==> src/hw/fetchPkg.sv <==
package fetchPkg;

    // Byte address, one word wide
    typedef logic [31:0] Addr;

    // Block index, address bits 31 to 4
    typedef logic [27:0] BlockAddr;

    // Halfword position inside a 16-byte block
    typedef logic [2:0] HalfOffs;

    // Packet sequence number
    typedef logic [4:0] FetchId;

    // Eight raw halfwords
    typedef logic [127:0] InstrBlock;

    typedef enum logic [1:0] {
        faultNone,
        faultAccess,
        faultPriv,
        faultInterrupt
    } FetchFault;

    typedef enum logic {
        privUser,
        privSupervisor
    } PrivLevel;

    localparam Addr entryPoint = 32'h0000_1000;

    // Top address nibble of the memory-mapped region
    localparam logic [3:0] mmioRegion = 4'hF;

endpackage

==> src/hw/predPkg.sv <==
package predPkg;

    localparam int btbEntries = 16;

    // Block address bits 7 to 4
    typedef logic [3:0] BtbIndex;

    // Address bits 31 to 8
    typedef logic [23:0] BtbTag;

    // Saturating taken counter
    typedef logic [1:0] Counter;

    // Weakly not taken
    localparam Counter counterInit = 2'd1;

    // Lowest counter value that predicts taken
    localparam Counter counterTaken = 2'd2;

endpackage

==> src/hw/predIf.sv <==
`timescale 1ns/1ps

interface predIf;
    import fetchPkg::*;

    logic hit;
    logic taken;
    Addr target;
    HalfOffs offs;
    logic isJump;

    modport source (
        output hit,
        output taken,
        output target,
        output offs,
        output isJump
    );

    modport sink (
        input hit,
        input taken,
        input target,
        input offs,
        input isJump
    );

endinterface

==> src/hw/branchPredictor.sv <==
`timescale 1ns/1ps

module branchPredictor (
    input  logic              clk,
    input  logic              rst,
    input  fetchPkg::Addr     pc,
    input  logic              updValid,
    input  fetchPkg::Addr     updPc,
    input  fetchPkg::Addr     updTarget,
    input  logic              updTaken,
    input  logic              updIsJump,
    input  fetchPkg::HalfOffs updOffs,
    predIf.source             pred
);
    import fetchPkg::*;
    import predPkg::*;

    logic [btbEntries-1:0] entValid;
    BtbTag entTag [btbEntries];
    Addr entTarget [btbEntries];
    HalfOffs entOffs [btbEntries];
    logic entJump [btbEntries];
    Counter entCtr [btbEntries];

    BtbIndex lookIdx;
    BtbTag lookTag;
    BtbIndex updIdx;
    BtbTag updTag;
    logic updHit;

    assign lookIdx = pc[7:4];
    assign lookTag = pc[31:8];
    assign updIdx = updPc[7:4];
    assign updTag = updPc[31:8];

    // Update matches on the tag alone, the offset is refreshed on a taken update
    assign updHit = entValid[updIdx] && (entTag[updIdx] == updTag);

    // A branch behind the fetch position cannot redirect this fetch
    assign pred.hit = entValid[lookIdx] && (entTag[lookIdx] == lookTag)
        && (entOffs[lookIdx] >= pc[3:1]);
    assign pred.taken = entJump[lookIdx] || (entCtr[lookIdx] >= counterTaken);
    assign pred.target = entTarget[lookIdx];
    assign pred.offs = entOffs[lookIdx];
    assign pred.isJump = entJump[lookIdx];

    always_ff @(posedge clk) begin
        if (rst) begin
            entValid <= '0;
        end else if (updValid && updTaken) begin
            entValid[updIdx] <= 1'b1;
        end
    end

    always_ff @(posedge clk) begin
        if (updValid) begin
            if (updHit) begin
                if (updTaken) begin
                    if (entCtr[updIdx] != '1) begin
                        entCtr[updIdx] <= entCtr[updIdx] + 2'd1;
                    end
                    entTarget[updIdx] <= updTarget;
                    entOffs[updIdx] <= updOffs;
                    entJump[updIdx] <= updIsJump;
                end else if (entCtr[updIdx] != '0) begin
                    entCtr[updIdx] <= entCtr[updIdx] - 2'd1;
                end
            end else if (updTaken) begin
                // New entries start one step into taken
                entTag[updIdx] <= updTag;
                entTarget[updIdx] <= updTarget;
                entOffs[updIdx] <= updOffs;
                entJump[updIdx] <= updIsJump;
                entCtr[updIdx] <= counterInit + 2'd1;
            end
        end
    end

    // Targets come from the back end and must land on a halfword
    targetAligned: assert property (
        @(posedge clk) disable iff (rst)
        (updValid && updTaken) |-> (updTarget[0] == 1'b0)
    );

endmodule

==> src/hw/fetchGuard.sv <==
`timescale 1ns/1ps

module fetchGuard (
    input  fetchPkg::Addr       pc,
    input  fetchPkg::PrivLevel  priv,
    input  logic                interruptPending,
    output fetchPkg::FetchFault fault
);
    import fetchPkg::*;

    logic inMmio;
    logic userHigh;

    // No instruction fetch from device space
    assign inMmio = (pc[31:28] == mmioRegion);

    // Upper half of the address space is supervisor only
    assign userHigh = (priv == privUser) && pc[31];

    always_comb begin
        if (inMmio) begin
            fault = faultAccess;
        end else if (userHigh) begin
            fault = faultPriv;
        end else if (interruptPending) begin
            fault = faultInterrupt;
        end else begin
            fault = faultNone;
        end
    end

endmodule

==> src/hw/fetchSequencer.sv <==
`timescale 1ns/1ps

module fetchSequencer (
    input  logic                clk,
    input  logic                rst,
    input  logic                en,
    input  logic                redirectValid,
    input  fetchPkg::Addr       redirectPc,
    input  fetchPkg::FetchId    redirectFetchId,
    output fetchPkg::Addr       pc,
    predIf.sink                 pred,
    input  fetchPkg::FetchFault fault,
    output logic                instrReadEnable,
    output fetchPkg::BlockAddr  instrAddr,
    input  fetchPkg::InstrBlock instrRaw,
    output logic                outValid,
    output fetchPkg::Addr       outPc,
    output fetchPkg::FetchId    outFetchId,
    output fetchPkg::FetchFault outFault,
    output fetchPkg::InstrBlock outInstrs,
    output fetchPkg::HalfOffs   outFirstValid,
    output fetchPkg::HalfOffs   outLastValid,
    output logic                outPredTaken,
    output fetchPkg::Addr       outPredTarget
);
    import fetchPkg::*;

    Addr pcReg;
    FetchId nextId;
    logic fetchArmed;
    logic faultLatch;

    // Stage 1 holds the fetch whose memory data is arriving
    logic s1Valid;
    Addr s1Pc;
    logic s1Taken;
    Addr s1Target;
    HalfOffs s1Offs;
    FetchFault s1Fault;

    logic outValidReg;
    InstrBlock rawBackup;
    logic useBackup;
    InstrBlock rawSel;

    logic fetchGo;
    logic predTaken;
    Addr nextPc;

    assign pc = pcReg;
    assign instrAddr = pcReg[31:4];

    // A faulting fetch still takes a slot but sends no read
    assign fetchGo = fetchArmed && !faultLatch && !redirectValid;
    assign instrReadEnable = fetchGo && en && (fault == faultNone);

    assign outValid = outValidReg && en;
    assign rawSel = useBackup ? rawBackup : instrRaw;

    always_comb begin
        predTaken = pred.hit && (pred.taken || pred.isJump);
        if (predTaken) begin
            nextPc = pred.target;
        end else if (pred.hit && (pred.offs != 3'd7)) begin
            // Continue right behind a not-taken branch
            nextPc = {pcReg[31:4], pred.offs + 3'd1, 1'b0};
        end else begin
            nextPc = {pcReg[31:4] + 28'd1, 4'd0};
        end
    end

    always_ff @(posedge clk) begin
        if (rst) begin
            pcReg <= entryPoint;
            nextId <= '0;
            fetchArmed <= 1'b0;
            faultLatch <= 1'b0;
            s1Valid <= 1'b0;
            outValidReg <= 1'b0;
        end else begin
            fetchArmed <= 1'b1;
            if (redirectValid) begin
                pcReg <= redirectPc;
                nextId <= redirectFetchId + 5'd1;
                faultLatch <= 1'b0;
                s1Valid <= 1'b0;
                outValidReg <= 1'b0;
            end else if (en) begin
                outValidReg <= s1Valid;
                if (s1Valid) begin
                    nextId <= nextId + 5'd1;
                end
                s1Valid <= fetchGo;
                if (fetchGo) begin
                    if (fault != faultNone) begin
                        faultLatch <= 1'b1;
                    end else begin
                        pcReg <= nextPc;
                    end
                end
            end
        end
    end

    always_ff @(posedge clk) begin
        if (en && fetchGo) begin
            s1Pc <= pcReg;
            s1Taken <= predTaken && (fault == faultNone);
            s1Target <= pred.target;
            s1Offs <= pred.offs;
            s1Fault <= fault;
        end
        if (en && s1Valid && !redirectValid) begin
            outPc <= s1Pc;
            outFetchId <= nextId;
            outFault <= s1Fault;
            outInstrs <= (s1Fault != faultNone) ? '0 : rawSel;
            outFirstValid <= s1Pc[3:1];
            outLastValid <= s1Taken ? s1Offs : 3'd7;
            outPredTaken <= s1Taken;
            outPredTarget <= s1Taken ? s1Target : '0;
        end
    end

    // Memory data for a stalled stage 1 is only on the bus for one cycle
    always_ff @(posedge clk) begin
        if (rst) begin
            useBackup <= 1'b0;
        end else begin
            useBackup <= !en;
        end
    end

    always_ff @(posedge clk) begin
        if (!en) begin
            rawBackup <= rawSel;
        end
    end

    // A redirect flushes both stages before any packet can leave
    noPacketAfterRedirect: assert property (
        @(posedge clk) disable iff (rst)
        ($past(redirectValid) || $past(redirectValid, 2)) |-> !outValid
    );

    // The fault latch holds off reads until the back end redirects
    noReadWhileFaulted: assert property (
        @(posedge clk) disable iff (rst)
        (faultLatch && !redirectValid) |=> !instrReadEnable
    );

endmodule

==> src/hw/fetchTop.sv <==
`timescale 1ns/1ps

module fetchTop (
    input  logic                clk,
    input  logic                rst,
    input  logic                en,
    input  logic                redirectValid,
    input  fetchPkg::Addr       redirectPc,
    input  fetchPkg::FetchId    redirectFetchId,
    input  fetchPkg::PrivLevel  priv,
    input  logic                interruptPending,
    input  logic                updValid,
    input  fetchPkg::Addr       updPc,
    input  fetchPkg::Addr       updTarget,
    input  logic                updTaken,
    input  logic                updIsJump,
    input  fetchPkg::HalfOffs   updOffs,
    output logic                instrReadEnable,
    output fetchPkg::BlockAddr  instrAddr,
    input  fetchPkg::InstrBlock instrRaw,
    output logic                outValid,
    output fetchPkg::Addr       outPc,
    output fetchPkg::FetchId    outFetchId,
    output fetchPkg::FetchFault outFault,
    output fetchPkg::InstrBlock outInstrs,
    output fetchPkg::HalfOffs   outFirstValid,
    output fetchPkg::HalfOffs   outLastValid,
    output logic                outPredTaken,
    output fetchPkg::Addr       outPredTarget
);
    import fetchPkg::*;

    Addr fetchPc;
    FetchFault guardFault;

    predIf predBus ();

    branchPredictor bp (
        .clk       (clk),
        .rst       (rst),
        .pc        (fetchPc),
        .updValid  (updValid),
        .updPc     (updPc),
        .updTarget (updTarget),
        .updTaken  (updTaken),
        .updIsJump (updIsJump),
        .updOffs   (updOffs),
        .pred      (predBus.source)
    );

    fetchGuard guard (
        .pc               (fetchPc),
        .priv             (priv),
        .interruptPending (interruptPending),
        .fault            (guardFault)
    );

    fetchSequencer seq (
        .clk             (clk),
        .rst             (rst),
        .en              (en),
        .redirectValid   (redirectValid),
        .redirectPc      (redirectPc),
        .redirectFetchId (redirectFetchId),
        .pc              (fetchPc),
        .pred            (predBus.sink),
        .fault           (guardFault),
        .instrReadEnable (instrReadEnable),
        .instrAddr       (instrAddr),
        .instrRaw        (instrRaw),
        .outValid        (outValid),
        .outPc           (outPc),
        .outFetchId      (outFetchId),
        .outFault        (outFault),
        .outInstrs       (outInstrs),
        .outFirstValid   (outFirstValid),
        .outLastValid    (outLastValid),
        .outPredTaken    (outPredTaken),
        .outPredTarget   (outPredTarget)
    );

endmodule

==> config.mk <==
export PLATFORM = sky130hd
export DESIGN_NAME = fetchTop
export DESIGN_NICKNAME = d
export VERILOG_FILES = /design/src/hw/fetchPkg.sv /design/src/hw/predPkg.sv /design/src/hw/predIf.sv /design/src/hw/branchPredictor.sv /design/src/hw/fetchGuard.sv /design/src/hw/fetchSequencer.sv /design/src/hw/fetchTop.sv
export SDC_FILE = /design/constraint.sdc
export NUM_CORES = 2
export LEC_CHECK = 0
export BUFFER_PORTS_ARGS = -buffer_cell sky130_fd_sc_hd__buf_2
export CORE_UTILIZATION = 47
export DETAILED_ROUTE_END_ITERATION = 8
export PLACE_DENSITY = 0.73
export SKIP_LAST_GASP = 1
export SLEW_MARGIN = 20
export SYNTH_ARGS = -nofsm -noshare
export SYNTH_HDL_FRONTEND = slang
export SYNTH_SLANG_ARGS = --single-unit
export TNS_END_PERCENT = 100
==> constraint.sdc <==
create_clock -name clk -period 11.2 [get_ports clk]
set_input_delay 1.12 -clock clk [delete_from_list [all_inputs] [get_ports clk]]
set_output_delay 1.12 -clock clk [all_outputs]
set_load 0.01 [all_outputs]
==> impl_metrics.py <==
metrics = {
    "global_routing": {
        "antenna_found_initial": 38,
        "grt_pass1_vias": 32500,
        "grt_use_total": 0.246,
        "grt_remaining_overflow": 0,
        "grt_max_degree": 162,
        "grt_pass1_wl_um": 227000,
    },
    "cts": {
        "cts.sinks": 1455,
        "postCtsSetupBuffers": 0,
        "clock_latency_ps": 800,
        "ctsRootBufferMaster": "clkbuf_16",
        "ctsHoldBuffers": 0,
        "cts_resized": 0,
        "clock_path_buffers": 3,
        "h-tree-depth": 4,
        "cts_buffers": 146,
        "clkSlewWorstSetupHoldPaths_ps": 70,
        "cts_tree": "built",
    },
    "timing": {
        "max_slew_margin": 0.190,
        "fin_worst_skew_ps": 54.7,
        "fmax_mhz": 147,
        "setup_viol": 0,
        "finalSetupTns_ps": 0,
        "fin_crit_ps": 6820,
        "hold_viol": 0,
        "rsz0062_at_grt": "no",
        "post-route-period-util": 0.609,
        "tightest_slew_ps": 1210,
        "slew_viol_final": 0,
    },
    "cells_and_area": {
        "utilization": 0.545,
        "mostFrequentLayoutCells": "1393 x edfxtp_1, 470 x buf_2, 382 x mux4_2, 148 x clkbuf_16, 141 x mux2_2",
        "syn_to_final_growth_pct": 15.2,
        "fin_nets": 3834,
        "final_common_cell": "edfxtp_1",
        "drive_gt1_frac": 0.363,
        "stdcell_area_mm2": 0.0694,
    },
    "detailed_routing": {
        "viasPerCell": 6.04,
        "routedWlPerCell_um": 29.7,
        "drt_pass1_iterations": 5,
        "drt_iter0_drc": 4056,
        "wirelength_um": 160000,
        "drt_drc_violations_left": 0,
        "via_count": 32600,
        "antenna_left": 0,
    },
    "die": {
        "coreArea_mm2": 0.127,
        "die_x_um": 360,
        "start_util": 0.473,
        "dieHeight_um": 360,
        "ioPinCount": 477,
        "fp.dieArea_mm2": 0.130,
        "num_rows": 131,
    },
    "synth": {
        "synth_cells": 3106,
        "synth_ff_type": "edfxtp_1",
        "synth.largest_area_cell": "edfxtp_1",
        "ys_ff_latch": 1455,
        "syn-cell-area_mm2": 0.0603,
        "synth_nets": 3354,
        "avgSynthCellArea_um2": 19.4,
        "yosysWarnings": 0,
        "synthArstFlopShare": 0,
        "synth_cell_types": 69,
        "ys_top_cells_by_area": "edfxtp_1 69%, mux4_2 14%, mux2_2 2.6%",
        "yosysTopAreaCellShare": 0.694,
        "synth_edf_count": 1393,
        "seq_area_frac_synth": 0.714,
    },
    "worst_setup_path": {
        "critPathMostFrequentCell": "mux4_2",
        "slowest_stage": "o31ai_4",
        "path_class": "flip-flop to flip-flop",
        "cp_top_family": "compound AO/OA/AOI/OAI gates",
        "crit_required_ps": 11850,
        "path_buf_inv": 1,
        "worstPathCellList": "buf_4 > mux4_2 > mux4_2 > ha_1 > a21o_1 > a21oi_1 > nor4_1 > and4b_1 > nand4_1 > o31ai_4 > nor2_1 > a32o_1",
        "end_kind": "flip-flop",
        "max_stage_delay_ps": 1090,
        "path_max_fanout": 48,
        "cp.arrival_ps": 7470,
        "worstSetupStartpointType": "flip-flop",
    },
    "outcome": {
        "status": "completed",
    },
    "job": {
        "max_cap_viol_count": 0,
    },
    "power": {
        "p_leak_nw": 22.6,
        "seqPwrFrac": 0.514,
        "peakVddDrop_mv": 0.150,
        "p_int_mw": 9.24,
        "powerDensity_mw_per_mm2": 172,
        "power.share.switching": 0.228,
        "combPwrFrac": 0.079,
        "clkPwrFrac": 0.407,
        "p_switching_mw": 2.73,
    },
    "placed_design": {
        "io_buffers": 472,
        "place_congestion": 0.886,
        "placed_cell_area_mm2": 0.0645,
        "hpwl_um": 98600,
    },
    "worst_hold_path": {
        "hp-class": "flip-flop to flip-flop",
    },
}
==> power groups by stage <==
stage | logic (mW) | registers (mW) | clock network (mW)
finish | 0.945 | 6.15 | 4.87
global route | 0.997 | 6.16 | 5.14
CTS | 0.941 | 6.15 | 4.94
detailed placement | 0.936 | 6.27 | 0
global placement | 0.922 | 6.26 | 0
floorplan | 0.623 | 6.23 | 0
==> cell type report <==
| cell class | instances | area, um2 |
|---|---|---|
| inverter | 16 | 63.8 |
| clock buffer | 180 | 3860 |
| timing repair buffer | 549 | 2990 |
| fill | 9653 | 57900 |
| multi-input combinational | 1418 | 16300 |
| tap | 1662 | 2080 |
| antenna | 21 | 52.6 |
| sequential | 1455 | 43100 |
| clock inverter | 92 | 985 |
==> synth_stat cells (all sizes together), types with 3 or more instances <==
| cell type | number |
|---|---|
| a211oi | 9 |
| a21boi | 4 |
| a21oi | 41 |
| a221oi | 8 |
| a22o | 3 |
| a22oi | 30 |
| a31oi | 5 |
| a32o | 13 |
| and2 | 48 |
| and3 | 5 |
| and3b | 3 |
| and4b | 3 |
| buf | 112 |
| clkbuf | 105 |
| dfxtp | 62 |
| edfxtp | 1393 |
| ha | 7 |
| inv | 15 |
| mux2 | 141 |
| mux2i | 93 |
| mux4 | 382 |
| nand2 | 61 |
| nand2b | 24 |
| nand3 | 32 |
| nand3b | 4 |
| nand4 | 22 |
| nor2 | 124 |
| nor2b | 140 |
| nor3 | 37 |
| nor3b | 4 |
| nor4 | 10 |
| o21a | 3 |
| o21ai | 24 |
| o221ai | 6 |
| o22ai | 16 |
| o31ai | 3 |
| or2 | 4 |
| or3 | 3 |
| or4 | 4 |
| xnor2 | 61 |
| xor2 | 23 |
==> state kept, by name, indices dropped and copies added (netlist names), 30 cells and up, named ones only <==
| register | count |
|---|---|
| bp.entCtr | 32 |
| bp.entOffs | 48 |
| bp.entTag | 384 |
| bp.entTarget | 512 |
| seq.outInstrs | 128 |
| seq.outPc | 30 |
| seq.outPredTarget | 32 |
| seq.pc | 32 |
| seq.rawBackup | 128 |
| seq.s1Pc | 32 |
| seq.s1Target | 32 |
==> layer usage <==
metal  global-route usage  wire [um]  vias to the layer above
met5                    0        124                        -
met4                0.112       7720                       20
met3               0.0613      15700                      362
met2                0.398      77900                     1740
met1                0.313      58900                    16900
li1                     -          -                    13600
==> cell families (layout without fill, tap and decap cells) <==
group	Yosys count	after routing	share of synthesized area
compound gates	181	181	0.0207
xor+xnor	84	84	0.0123
fa+ha+maj	7	7	0.00145
buf+inv	233	837	0.0192
flops	1455	1455	0.714
mux	616	616	0.184
other cells	0	21	0
simple gates	530	530	0.0476
==> worst paths after layout <==
check                from            end  slack (ps)  cells after the start
max             flip-flop     seq.pc[30]        4380                     12
min          seq.s1Pc[21]  seq.outPc[21]         380                      0
max reg2reg     flip-flop     seq.pc[30]        4380                     12
min reg2reg  seq.s1Pc[21]  seq.outPc[21]         380                      0
==> through the flow <==
step | power, mW | setup slack (ps) | hold slack, ps | std cells
floorplan | 6.85 | 236 | 400 | 3106
global placement | 7.18 | 4540 | 402 | 5100
detailed placement | 7.20 | 4470 | 405 | 5100
CTS | 12.0 | 4420 | 386 | 5372
global route | 12.3 | 4060 | 398 | 5385
finish | 12.0 | 4380 | 381 | 5393
Power figures use the tool's default switching activity.
